**src/source/fpu_macros.svh**
```systemverilog
// FP64 widths only; changing FPU_WIDTH needs matching exponent and mantissa widths
`ifndef FPU_MACROS_SVH
`define FPU_MACROS_SVH
`default_nettype none

`define FPU_WIDTH        64
`define FPU_EXP_WIDTH    11
`define FPU_MAN_WIDTH    52
`define FPU_TAG_WIDTH    6
`define FPU_STATUS_WIDTH 5
`define FPU_CLASS_WIDTH  6

// Sign 0, exponent all ones, quiet bit set
`define FPU_CANON_NAN    64'h7ff8000000000000

`default_nettype wire
`endif

```
**src/source/fpu_pkg.sv**
```systemverilog
// FP64 non-arithmetic FPU types; the rounding mode only selects an operation variant
`default_nettype none

package fpu_pkg;

  typedef enum logic [1:0] {
    SGNJ     = 2'd0,
    MINMAX   = 2'd1,
    CMP      = 2'd2,
    CLASSIFY = 2'd3
  } fpu_op_e;

  // SGNJ: RNE plain, RTZ negated, RDN xor; MINMAX: RNE min, RTZ max
  // CMP: RNE le, RTZ lt, RDN eq
  typedef enum logic [2:0] {
    RNE = 3'b000,
    RTZ = 3'b001,
    RDN = 3'b010,
    RUP = 3'b011,
    RMM = 3'b100
  } roundmode_e;

  localparam int unsigned STATUS_NV = 4;  // Invalid operation
  localparam int unsigned STATUS_DZ = 3;
  localparam int unsigned STATUS_OF = 2;
  localparam int unsigned STATUS_UF = 1;
  localparam int unsigned STATUS_NX = 0;

  localparam int unsigned CLASS_NAN    = 5;  // Per-operand class vector
  localparam int unsigned CLASS_SNAN   = 4;
  localparam int unsigned CLASS_INF    = 3;
  localparam int unsigned CLASS_ZERO   = 2;
  localparam int unsigned CLASS_SUB    = 1;
  localparam int unsigned CLASS_NORMAL = 0;

endpackage

`default_nettype wire

```
**src/source/spill_register.sv**
```systemverilog
// Two-entry valid/ready slice with no bypass; a sender must hold data_i while valid_i waits
`timescale 1ns/1ns
`default_nettype none

module spill_register #(
  parameter int unsigned WIDTH = 8
) (
  input  logic             clk_i,
  input  logic             reset_i,
  input  logic             valid_i,
  output logic             ready_o,
  input  logic [WIDTH-1:0] data_i,
  output logic             valid_o,
  input  logic             ready_i,
  output logic [WIDTH-1:0] data_o
);

  logic             head_full_q, spill_full_q;
  logic [WIDTH-1:0] head_data_q, spill_data_q;
  logic             push, pop;
  logic             head_load, spill_load;

  assign ready_o = ~spill_full_q;  // Registered state only
  assign valid_o = head_full_q;
  assign data_o  = head_data_q;

  assign push       = valid_i & ready_o;
  assign pop        = head_full_q & ready_i;
  assign head_load  = pop ? (spill_full_q | push) : (push & ~head_full_q);
  assign spill_load = push & head_full_q & ~pop;  // Head stalled

  always_ff @(posedge clk_i) begin
    if (reset_i) begin
      head_full_q  <= 1'b0;
      spill_full_q <= 1'b0;
    end else begin
      if (pop) begin
        head_full_q <= spill_full_q | push;
      end else begin
        head_full_q <= head_full_q | push;
      end
      spill_full_q <= ~pop & (spill_full_q | spill_load);
    end
  end

  always_ff @(posedge clk_i) begin
    if (head_load) begin
      head_data_q <= spill_full_q ? spill_data_q : data_i;  // Oldest word first
    end
    if (spill_load) begin
      spill_data_q <= data_i;
    end
  end

  a_hold_stable: assert property (@(posedge clk_i) disable iff (reset_i)
    valid_o && !ready_i |=> valid_o && $stable(data_o));

  a_spill_no_overwrite: assert property (@(posedge clk_i) disable iff (reset_i)
    spill_full_q |=> $stable(spill_data_q));

endmodule

`default_nettype wire

```
**src/source/fp_classify_stage.sv**
```systemverilog
// FP64 operand decode stage, one registered entry; sign is left in bit 63 of each operand
`timescale 1ns/1ns
`include "fpu_macros.svh"
`default_nettype none

module fp_classify_stage import fpu_pkg::*; (
  input  logic                        clk_i,
  input  logic                        reset_i,
  input  logic                        valid_i,
  output logic                        ready_o,
  input  logic [`FPU_WIDTH-1:0]       op_a_i,
  input  logic [`FPU_WIDTH-1:0]       op_b_i,
  input  fpu_op_e                     op_i,
  input  roundmode_e                  rnd_mode_i,
  input  logic [`FPU_TAG_WIDTH-1:0]   tag_i,
  output logic                        valid_o,
  input  logic                        ready_i,
  output logic [`FPU_WIDTH-1:0]       op_a_o,
  output logic [`FPU_WIDTH-1:0]       op_b_o,
  output fpu_op_e                     op_o,
  output roundmode_e                  rnd_mode_o,
  output logic [`FPU_TAG_WIDTH-1:0]   tag_o,
  output logic [`FPU_CLASS_WIDTH-1:0] a_class_o,
  output logic [`FPU_CLASS_WIDTH-1:0] b_class_o
);

  function automatic logic [`FPU_CLASS_WIDTH-1:0] decode_class(
    input logic [`FPU_WIDTH-1:0] op
  );
    logic [`FPU_EXP_WIDTH-1:0]   exponent;
    logic [`FPU_MAN_WIDTH-1:0]   mantissa;
    logic                        exp_ones, exp_zero, man_zero;
    logic [`FPU_CLASS_WIDTH-1:0] cls;
    exponent = op[`FPU_WIDTH-2 -: `FPU_EXP_WIDTH];
    mantissa = op[`FPU_MAN_WIDTH-1:0];
    exp_ones = &exponent;
    exp_zero = ~|exponent;
    man_zero = ~|mantissa;
    cls                = '0;
    cls[CLASS_NAN]     = exp_ones & ~man_zero;
    cls[CLASS_SNAN]    = exp_ones & ~man_zero & ~mantissa[`FPU_MAN_WIDTH-1];  // Quiet bit clear
    cls[CLASS_INF]     = exp_ones & man_zero;
    cls[CLASS_ZERO]    = exp_zero & man_zero;
    cls[CLASS_SUB]     = exp_zero & ~man_zero;
    cls[CLASS_NORMAL]  = ~exp_ones & ~exp_zero;
    return cls;
  endfunction

  logic valid_q;
  logic load;

  assign ready_o = ~valid_q | ready_i;
  assign valid_o = valid_q;
  assign load    = valid_i & ready_o;

  always_ff @(posedge clk_i) begin
    if (reset_i) begin
      valid_q <= 1'b0;
    end else if (ready_o) begin
      valid_q <= valid_i;
    end
  end

  always_ff @(posedge clk_i) begin
    if (load) begin
      op_a_o     <= op_a_i;
      op_b_o     <= op_b_i;
      op_o       <= op_i;
      rnd_mode_o <= rnd_mode_i;
      tag_o      <= tag_i;
      a_class_o  <= decode_class(op_a_i);
      b_class_o  <= decode_class(op_b_i);
    end
  end

  a_class_onehot: assert property (@(posedge clk_i) disable iff (reset_i)
    valid_o |-> $onehot({a_class_o[CLASS_NAN], a_class_o[CLASS_INF], a_class_o[CLASS_ZERO],
                         a_class_o[CLASS_SUB], a_class_o[CLASS_NORMAL]})
             && $onehot({b_class_o[CLASS_NAN], b_class_o[CLASS_INF], b_class_o[CLASS_ZERO],
                         b_class_o[CLASS_SUB], b_class_o[CLASS_NORMAL]}));

endmodule

`default_nettype wire

```
**src/source/fp_noncomp_stage.sv**
```systemverilog
// FP64 sign injection, min/max, compare and classify; only NV can be raised
`timescale 1ns/1ns
`include "fpu_macros.svh"
`default_nettype none

module fp_noncomp_stage import fpu_pkg::*; (
  input  logic                         clk_i,
  input  logic                         reset_i,
  input  logic                         valid_i,
  output logic                         ready_o,
  input  logic [`FPU_WIDTH-1:0]        op_a_i,
  input  logic [`FPU_WIDTH-1:0]        op_b_i,
  input  fpu_op_e                      op_i,
  input  roundmode_e                   rnd_mode_i,
  input  logic [`FPU_TAG_WIDTH-1:0]    tag_i,
  input  logic [`FPU_CLASS_WIDTH-1:0]  a_class_i,
  input  logic [`FPU_CLASS_WIDTH-1:0]  b_class_i,
  output logic                         valid_o,
  input  logic                         ready_i,
  output logic [`FPU_WIDTH-1:0]        result_o,
  output logic [`FPU_STATUS_WIDTH-1:0] status_o,
  output logic [`FPU_TAG_WIDTH-1:0]    tag_o
);

  logic sign_a, sign_b, inj_sign;
  logic mag_lt, mag_eq, a_lt_b, both_zero;
  logic any_nan, any_snan, cmp_bit;
  logic [9:0] class_mask;
  logic [`FPU_WIDTH-1:0] result_d;
  logic [`FPU_STATUS_WIDTH-1:0] status_d;
  logic nv_d;
  logic valid_q, load;

  assign sign_a    = op_a_i[`FPU_WIDTH-1];
  assign sign_b    = op_b_i[`FPU_WIDTH-1];
  assign mag_lt    = op_a_i[`FPU_WIDTH-2:0] < op_b_i[`FPU_WIDTH-2:0];
  assign mag_eq    = op_a_i[`FPU_WIDTH-2:0] == op_b_i[`FPU_WIDTH-2:0];
  assign a_lt_b    = (sign_a != sign_b) ? sign_a : (sign_a ? ~(mag_lt | mag_eq) : mag_lt);
  assign both_zero = a_class_i[CLASS_ZERO] & b_class_i[CLASS_ZERO];
  assign any_nan   = a_class_i[CLASS_NAN] | b_class_i[CLASS_NAN];
  assign any_snan  = a_class_i[CLASS_SNAN] | b_class_i[CLASS_SNAN];

  always_comb begin
    case (rnd_mode_i)
      RTZ:     inj_sign = ~sign_b;
      RDN:     inj_sign = sign_a ^ sign_b;
      default: inj_sign = sign_b;
    endcase
  end

  always_comb begin
    case (rnd_mode_i)
      RNE:     cmp_bit = (a_lt_b & ~both_zero) | mag_eq & (sign_a == sign_b) | both_zero;
      RTZ:     cmp_bit = a_lt_b & ~both_zero;  // -0 < +0 is false here
      RDN:     cmp_bit = (mag_eq & (sign_a == sign_b)) | both_zero;
      default: cmp_bit = 1'b0;
    endcase
  end

  assign class_mask[0] = sign_a & a_class_i[CLASS_INF];
  assign class_mask[1] = sign_a & a_class_i[CLASS_NORMAL];
  assign class_mask[2] = sign_a & a_class_i[CLASS_SUB];
  assign class_mask[3] = sign_a & a_class_i[CLASS_ZERO];
  assign class_mask[4] = ~sign_a & a_class_i[CLASS_ZERO];
  assign class_mask[5] = ~sign_a & a_class_i[CLASS_SUB];
  assign class_mask[6] = ~sign_a & a_class_i[CLASS_NORMAL];
  assign class_mask[7] = ~sign_a & a_class_i[CLASS_INF];
  assign class_mask[8] = a_class_i[CLASS_SNAN];
  assign class_mask[9] = a_class_i[CLASS_NAN] & ~a_class_i[CLASS_SNAN];

  always_comb begin
    result_d = '0;
    nv_d     = 1'b0;
    case (op_i)
      SGNJ: begin
        result_d = {inj_sign, op_a_i[`FPU_WIDTH-2:0]};
      end
      MINMAX: begin
        nv_d = any_snan;
        if (a_class_i[CLASS_NAN] && b_class_i[CLASS_NAN]) begin
          result_d = `FPU_CANON_NAN;
        end else if (a_class_i[CLASS_NAN]) begin
          result_d = op_b_i;
        end else if (b_class_i[CLASS_NAN]) begin
          result_d = op_a_i;
        end else if (rnd_mode_i == RTZ) begin
          result_d = a_lt_b ? op_b_i : op_a_i;  // Max
        end else begin
          result_d = a_lt_b ? op_a_i : op_b_i;  // Min
        end
      end
      CMP: begin
        result_d[0] = cmp_bit & ~any_nan;
        nv_d        = (rnd_mode_i == RDN) ? any_snan : any_nan;  // Quiet EQ, signaling LT/LE
      end
      default: begin
        result_d[9:0] = class_mask;
      end
    endcase
    status_d            = '0;
    status_d[STATUS_NV] = nv_d;
  end

  assign ready_o = ~valid_q | ready_i;
  assign valid_o = valid_q;
  assign load    = valid_i & ready_o;

  always_ff @(posedge clk_i) begin
    if (reset_i) begin
      valid_q <= 1'b0;
    end else if (ready_o) begin
      valid_q <= valid_i;
    end
  end

  always_ff @(posedge clk_i) begin
    if (load) begin
      result_o <= result_d;
      status_o <= status_d;
      tag_o    <= tag_i;
    end
  end

  a_only_nv: assert property (@(posedge clk_i) disable iff (reset_i)
    valid_o |-> !(status_o[STATUS_DZ] | status_o[STATUS_OF] | status_o[STATUS_UF]
                  | status_o[STATUS_NX]));

  a_class_onehot: assert property (@(posedge clk_i) disable iff (reset_i)
    load && op_i == CLASSIFY |=> $onehot(result_o[9:0]) && result_o[`FPU_WIDTH-1:10] == '0);

endmodule

`default_nettype wire

```
**src/source/fpu_top.sv**
```systemverilog
// FP64 non-arithmetic FPU; results leave in request order through a four-stage pipeline
`timescale 1ns/1ns
`include "fpu_macros.svh"
`default_nettype none

module fpu_top import fpu_pkg::*; (
  input  logic                         clk_i,
  input  logic                         reset_i,
  input  logic [`FPU_WIDTH-1:0]        operands_a_i,
  input  logic [`FPU_WIDTH-1:0]        operands_b_i,
  input  fpu_op_e                      op_i,
  input  roundmode_e                   rnd_mode_i,
  input  logic [`FPU_TAG_WIDTH-1:0]    tag_i,
  input  logic                         in_valid_i,
  output logic                         in_ready_o,
  output logic [`FPU_WIDTH-1:0]        result_o,
  output logic [`FPU_STATUS_WIDTH-1:0] status_o,
  output logic [`FPU_TAG_WIDTH-1:0]    tag_o,
  output logic                         out_valid_o,
  input  logic                         out_ready_i
);

  localparam int unsigned REQ_WIDTH = 2 * `FPU_WIDTH + $bits(fpu_op_e) + $bits(roundmode_e)
                                      + `FPU_TAG_WIDTH;
  localparam int unsigned RSP_WIDTH = `FPU_WIDTH + `FPU_STATUS_WIDTH + `FPU_TAG_WIDTH;

  logic [REQ_WIDTH-1:0]           req, req_q;
  logic                           req_valid_q, req_ready_q;
  logic [`FPU_WIDTH-1:0]          req_a, req_b;
  logic [$bits(fpu_op_e)-1:0]     req_op;
  logic [$bits(roundmode_e)-1:0]  req_rnd;
  logic [`FPU_TAG_WIDTH-1:0]      req_tag;

  logic                           cls_valid, cls_ready;
  logic [`FPU_WIDTH-1:0]          cls_a, cls_b;
  fpu_op_e                        cls_op;
  roundmode_e                     cls_rnd;
  logic [`FPU_TAG_WIDTH-1:0]      cls_tag;
  logic [`FPU_CLASS_WIDTH-1:0]    cls_a_class, cls_b_class;

  logic                           rsp_valid, rsp_ready;
  logic [`FPU_WIDTH-1:0]          rsp_result;
  logic [`FPU_STATUS_WIDTH-1:0]   rsp_status;
  logic [`FPU_TAG_WIDTH-1:0]      rsp_tag;
  logic [RSP_WIDTH-1:0]           rsp, rsp_q;

  assign req = {operands_a_i, operands_b_i, op_i, rnd_mode_i, tag_i};
  assign {req_a, req_b, req_op, req_rnd, req_tag} = req_q;

  spill_register #(
    .WIDTH ( REQ_WIDTH )
  ) i_spill_in (
    .clk_i   ( clk_i       ),
    .reset_i ( reset_i     ),
    .valid_i ( in_valid_i  ),
    .ready_o ( in_ready_o  ),
    .data_i  ( req         ),
    .valid_o ( req_valid_q ),
    .ready_i ( req_ready_q ),
    .data_o  ( req_q       )
  );

  fp_classify_stage i_classify (
    .clk_i      ( clk_i                 ),
    .reset_i    ( reset_i               ),
    .valid_i    ( req_valid_q           ),
    .ready_o    ( req_ready_q           ),
    .op_a_i     ( req_a                 ),
    .op_b_i     ( req_b                 ),
    .op_i       ( fpu_op_e'(req_op)     ),
    .rnd_mode_i ( roundmode_e'(req_rnd) ),
    .tag_i      ( req_tag               ),
    .valid_o    ( cls_valid             ),
    .ready_i    ( cls_ready             ),
    .op_a_o     ( cls_a                 ),
    .op_b_o     ( cls_b                 ),
    .op_o       ( cls_op                ),
    .rnd_mode_o ( cls_rnd               ),
    .tag_o      ( cls_tag               ),
    .a_class_o  ( cls_a_class           ),
    .b_class_o  ( cls_b_class           )
  );

  fp_noncomp_stage i_noncomp (
    .clk_i      ( clk_i       ),
    .reset_i    ( reset_i     ),
    .valid_i    ( cls_valid   ),
    .ready_o    ( cls_ready   ),
    .op_a_i     ( cls_a       ),
    .op_b_i     ( cls_b       ),
    .op_i       ( cls_op      ),
    .rnd_mode_i ( cls_rnd     ),
    .tag_i      ( cls_tag     ),
    .a_class_i  ( cls_a_class ),
    .b_class_i  ( cls_b_class ),
    .valid_o    ( rsp_valid   ),
    .ready_i    ( rsp_ready   ),
    .result_o   ( rsp_result  ),
    .status_o   ( rsp_status  ),
    .tag_o      ( rsp_tag     )
  );

  assign rsp = {rsp_result, rsp_status, rsp_tag};

  spill_register #(
    .WIDTH ( RSP_WIDTH )
  ) i_spill_out (
    .clk_i   ( clk_i       ),
    .reset_i ( reset_i     ),
    .valid_i ( rsp_valid   ),
    .ready_o ( rsp_ready   ),
    .data_i  ( rsp         ),
    .valid_o ( out_valid_o ),
    .ready_i ( out_ready_i ),
    .data_o  ( rsp_q       )
  );

  assign {result_o, status_o, tag_o} = rsp_q;

endmodule

`default_nettype wire

```
**config.mk**
```make
export PLATFORM = sky130hd
export DESIGN_NAME = fpu_top
export DESIGN_NICKNAME = d
export VERILOG_FILES = /design/src/source/fpu_pkg.sv /design/src/source/spill_register.sv /design/src/source/fp_classify_stage.sv /design/src/source/fp_noncomp_stage.sv /design/src/source/fpu_top.sv
export VERILOG_INCLUDE_DIRS = /design/src /design/src/source
export SDC_FILE = /design/constraint.sdc
export NUM_CORES = 1
export LEC_CHECK = 0
export ABC_AREA = 1
export BUFFER_PORTS_ARGS = -buffer_cell sky130_fd_sc_hd__buf_2
export CORE_MARGIN = 5
export CORE_UTILIZATION = 52
export CTS_CLUSTER_DIAMETER = 60
export DETAILED_ROUTE_END_ITERATION = 12
export PLACE_DENSITY = 0.74
export SYNTH_ARGS = -nofsm -noshare
export SYNTH_HDL_FRONTEND = slang
export SYNTH_SLANG_ARGS = --single-unit
```
**constraint.sdc**
```tcl
create_clock -name clk_i -period 21.8 [get_ports clk_i]
set_input_delay 2.18 -clock clk_i [delete_from_list [all_inputs] [get_ports clk_i]]
set_output_delay 2.18 -clock clk_i [all_outputs]
set_load 0.1 [all_outputs]
```
# After elaboration in Yosys (flattened, before gate mapping)

Index checks and enable logic that the tools add are counted.

Bits in registers: 648
Bits of input ports: 143

Magnitude comparators: 1
Eq/ne operators: 7
Mux-type cells: 21
Bitwise operators: 71
Reduce and logical (&&, ||, !) cells: 13

Operators with widths:

| operator           | count |
|---|---|
| $mux 64            | 6 |
| $mux 139           | 1 |
| $pmux 54 s2        | 1 |
| $reduce_or 52->1   | 2 |
| $mux 75            | 1 |
| $eq 63x63->1       | 1 |
| $lt 63x63->1       | 1 |
| $and 1x1->1        | 38 |
| $pmux 9 s3         | 1 |
| $reduce_and 11->1  | 2 |
| $reduce_or 11->1   | 2 |
| $not 1->1          | 18 |
| $or 1x1->1         | 14 |
| $mux 1             | 7 |
| $pmux 1 s3         | 2 |
| $logic_not 1->1    | 4 |
| $pmux 1 s2         | 2 |
| $eq 3x1->1 const B | 1 |
| $eq 3x2->1 const B | 1 |
| $logic_not 3->1    | 1 |
| $eq 2x1->1 const B | 1 |
| $eq 2x2->1 const B | 1 |
| $logic_not 2->1    | 1 |
| $eq 1x1->1         | 1 |
| 3 further kinds    | 3 |

# Logic depth before layout (Yosys ltp)

Depth after elaboration: 11
Depth in mapped cells: 25

# Hierarchy

From an unflattened synthesis, not the netlist that was laid out.

Cell total of the unflattened synthesis: 2,217
Area total of the unflattened synthesis: 26,764.4 µm²

Modules (own cells, without submodules):

| module                        | times used | cells an instance | area each (µm²) | seq. area each (µm²) |
|---|---|---|---|---|
| spill_register at i_spill_in  | 1          | 746               | 10,216.0        | 8,388.0 |
| fp_noncomp_stage              | 1          | 771               | 5,820.6         | 2,152.1 |
| spill_register at i_spill_out | 1          | 412               | 5,582.9         | 4,544.4 |
| fp_classify_stage             | 1          | 288               | 5,144.9         | 4,554.4 |

# Least setup slack after synthesis

Ideal clock, no wire load.

Path type: input port to flip-flop
From: in in_valid_i
To: reg i_spill_in.head_data_q[0], in the netlist i_spill_in.data_o[0], enable pin
Data arrival time: 8.124 ns
Required time: 21.158 ns
Setup slack: 13.034 ns
Stages: 3
Path buffers: 0
Cell sequence: nand2_1 -> o21a_1 -> nor2_1

Word-level cells in the longest chain between the ends: 3
Elaborated cells on any way between the ends: 4
Classes of those cells: mux (1); bitwise (3)

Ends and longest elaborated chain:

| what                                      | line                 | text |
|---|---|---|
| start: declaration                        | fpu_top.sv:14        | `input logic in_valid_i,` |
| $and 1x1->1 *                             | spill_register.sv:27 | `assign push = valid_i & ready_o;` |
| $and 1x1->1 or $or 1x1->1 (tied branches) | spill_register.sv:29 | `assign head_load = pop ? (spill_full_q \| push) : (push & ~head_full_q);` |
| $mux 1 *                                  | spill_register.sv:29 |  |
| via i_spill_in.head_load                  | spill_register.sv:21 | `logic head_load, spill_load;` |
| end signal: assignment                    | spill_register.sv:48 | `head_data_q <= spill_full_q ? spill_data_q : data_i;` |
| end: declaration                          | spill_register.sv:19 | `logic [WIDTH-1:0] head_data_q, spill_data_q;` |

The timed path passes the listed nets; every way through them passes the cells marked *.
A chain may end at the register's enable or synchronous reset.

# Final worst setup path

From: reg i_spill_in.spill_full_q
To: out in_ready_o

Word-level cells in the longest chain between the ends: 1

Ends and longest elaborated chain:

| what                     | line                 | text |
|---|---|---|
| start: declaration       | spill_register.sv:18 | `logic head_full_q, spill_full_q;` |
| start signal: assignment | spill_register.sv:42 | `spill_full_q <= ~pop & (spill_full_q \| spill_load);` |
| $not 1->1                | spill_register.sv:23 | `assign ready_o = ~spill_full_q;` |
| end: declaration         | fpu_top.sv:15        | `output logic in_ready_o,` |

No other way between the ends.

==> metrics.csv <==
stage,metric,value,unit
die,initial_core_util,52.83,%
detailed_routing,via_per_inst,5.167,
place,port_buffers,215,
critical_path,cp-end-kind,output pin,
outcome,status,"finished, final reports clean",
critical_path,cp_data_arrival_time,2.15,ns
global_routing,grt_pass1_wl,83880,µm
clock_network,cts_tree,yes,
yosys,synth_xor_area_share,0,%
clock_network,clock_latency,0.62,ns
clock_network,cts_max_path_buffers,3,
global_routing,grt-ovfl-total,0,
sta,maxSlewViolCount,0,
sta,finalCritPeriodShare,19.84,%
yosys,netlist_instances,2123,
layout,nets,2552,
detailed_routing,ant_nets,0,
clock_network,post_cts_buffers,0,
clock_network,cts.repair.resized,0,
clock_network,clk_pin_slew,0.07,ns
sta,max_freq,231.1,MHz
global_routing,grt.total_usage,19.60,%
global_routing,grtUsageMet2,30.19,%
place,gp_congestion,0.8787,
critical_path,reg2reg_from,i_classify.op_a_o[54]$_DFFE_PP_,
layout,diodes,0,
clock_network,cts_made_buffers,60,
yosys,synthMuxAreaShare,0,%
sta,fin_crit,4.326,ns
detailed_routing,totalWireLength,53550,µm
clock_network,htree_levels,2,
layout,area_growth_syn_to_layout,13.91,%
sta,hold_ws,0.4150,ns
sta,clock_skew,0.01970,ns
die,die_area,54510,µm²
critical_path,max_stage_delay,0.53,ns
yosys,synth_top_family_by_area,simple AND/OR/NAND/NOR gates,
global_routing,grt_max_degree,107,
place,dpl.hpwl,37510,µm
die,num_io_pins,220,
hold_path,hold_start,i_classify.tag_o[5]$_DFFE_PP_,
detailed_routing,initialDrtViolationCount,1684,
power_and_ir_drop,p_leak,11.98,nW
yosys,synth_compound_area_share,3.247,%
detailed_routing,wire_per_inst,17.55,µm
clock_network,clkSinkCount,645,
layout,final_common_cell,nand2_1,
critical_path,cpMaxStageDelayCell,buf_2,
power_and_ir_drop,ir_drop,0.07321,mV
critical_path,r2r_setup_slack,17.51,ns
critical_path,reg2regPathDepth,17,
layout,fill_cells,3790,
sta,tns,0,ns
yosys,synth_cell_types,35,
yosys,ys_ff_latch,645,
yosys,ys_seq_area_share,74.35,%
detailed_routing,firstDrtPassIters,7,
detailed_routing,vias,15770,
global_routing,gr-usage-met3,3.537,%
sta,relSlewSlack,31.70,%
hold_path,hp-class,register to register,
power_and_ir_drop,finalPower,2.542,mW
yosys,synthAdderAreaFrac,3.325,%
critical_path,critPathTopFamily,buffers and inverters,
layout,final_cell_mix,"nand2_1, edfxtp_1, buf_2",
hold_path,hold_end,i_noncomp.tag_o[5]$_DFFE_PP_,
critical_path,r2r_end,i_noncomp.result_o[57]$_DFFE_PP_,
yosys,yosys.area.top_type,edfxtp_1,
hold_path,holdPathStages,0,
detailed_routing,drc,0,
die,die_w,233.5,µm
power_and_ir_drop,cellPowerDensity,85.94,nW/µm²
yosys,syn_area,25970,µm²
yosys,synth-simple-area-share,15.70,%
yosys,avgSynthCellArea,12.23,µm²
die,num_rows,81,
sta,worstMarginPinSlew,1.025,ns
critical_path,critPathMaxFanout,51,
die,core,49150,µm²
critical_path,path_class,register to output pin,
layout,layout-drive-gt1-share,14.03,%
clock_network,clock-root-buffer,clkbuf_16,
die,die_y,233.5,µm
yosys,yosysTopAreaCellShare,73.89,%
sta,rsz0062_at_grt,no,
global_routing,antenna_found_initial,2,
critical_path,required,19.62,ns
yosys,synth_area_leaders,"edfxtp_1, nand2_1, ha_1",
yosys,async_flop_share,0,%
sta,setup_viol,0,
sta,hold_viol,0,
critical_path,critPathLaunchType,register,
critical_path,cp_cell_sequence,inv_4 > buf_2,
yosys,synthFlopType,edfxtp_1,
yosys,synth_edf_count,639,
global_routing,use_met1,28.97,%
yosys,synth_warnings,0,
clock_network,cts_hold_buf,0,
critical_path,crit_buf_inv,2,
global_routing,busiest_layer,met2,
run,maxCapViolations,0,
global_routing,grt_pass1_vias,15410,
==> sequential cells by signal, indices dropped and copies added, names as in the netlist <==
name                      count
i_noncomp.result_o           64
i_spill_out.spill_full_q      1
i_classify.a_class_o          6
i_noncomp.valid_o             1
i_spill_out.spill_data_q     71
i_spill_in.spill_full_q       1
i_classify.rnd_mode_o         3
i_classify.op_b_o            64
i_spill_out.valid_o           1
i_noncomp.status_o            1
i_classify.b_class_o          3
i_classify.op_o               2
i_spill_in.spill_data_q     139
i_classify.op_a_o            64
i_spill_out.data_o           71
i_spill_in.data_o           139
i_classify.tag_o              6
i_noncomp.tag_o               6
i_classify.valid_o            1
i_spill_in.valid_o            1
==> cell type report <==
cell class              count  area, µm²  area share [%]
well taps                 664      830.8           2.808
clock inverters            31      274.0          0.9263
inverters                 142      540.5           1.827
flip-flops and latches    645      19310           65.29
repair buffers            230       1189           4.018
multi-input cells        1261       5841           19.74
clock buffers              79       1594           5.388
==> power by group <==
part | switching [mW] | internal, mW
sequential | 0.0197 | 1.40
clock | 0.423 | 0.570
combinational | 0.0908 | 0.0356
==> metal layers <==
metal | up-vias | wire, µm
li1 | 7677 | -
met1 | 7382 | 23590
met3 | 115 | 4126
met5 | - | 27
met2 | 593 | 24270
met4 | 4 | 1531
==> cells in the mapped netlist, types with 7 or more instances <==
master	n
nand4_1	14
nor3_1	7
inv_1	137
nor4_1	32
a21oi_1	65
buf_2	10
o21ai_0	62
clkbuf_1	58
a21oi_2	7
nand3_1	40
nand2_1	881
edfxtp_1	639
nor2_1	48
o21ai_1	8
ha_1	69
==> logic make-up (layout without fill, tap and decap cells) <==
logic type	Yosys count	in the layout
adders and majority gates	69	69
buffers and inverters	220	482
AOI/OAI and AO/OA	157	157
DFF	645	645
and+or+nand+nor	1031	1031
other	1	4
==> through the flow <==
step / instance area, µm² / util, % / cells / worst slack [ns]
floorplan: 25980 / - / 2126 / 13.03
global placement: 27710 / 56.38 / 2942 / 17.20
detailed placement: 27710 / 56.38 / 2942 / 17.15
CTS: 29580 / 60.18 / 3052 / 17.41
global route: 29580 / 60.18 / 3052 / 17.13
finish: 29580 / 60.18 / 3052 / 17.47
==> worst max path at each step <==
stage / startpoint / endpoint / slack [ns] / depth (start not counted)
3_3_place_gp: in_valid_i / i_spill_in.data_o[37]$_DFFE_PP_ / 17.20 / 6
2_1_floorplan: in_valid_i / i_spill_in.data_o[0]$_DFFE_PP_ / 13.03 / 3
6_report: i_spill_in.spill_full_q$_SDFF_PP0_ / in_ready_o / 17.47 / 2
3_5_place_dp: in_valid_i / i_spill_in.data_o[37]$_DFFE_PP_ / 17.15 / 6
5_1_grt: i_classify.op_a_o[30]$_DFFE_PP_ / i_noncomp.result_o[53]$_DFFE_PP_ / 17.13 / 19
4_1_cts: i_spill_in.spill_full_q$_SDFF_PP0_ / in_ready_o / 17.41 / 2
Note: power is estimated with default switching activity, not from simulation.
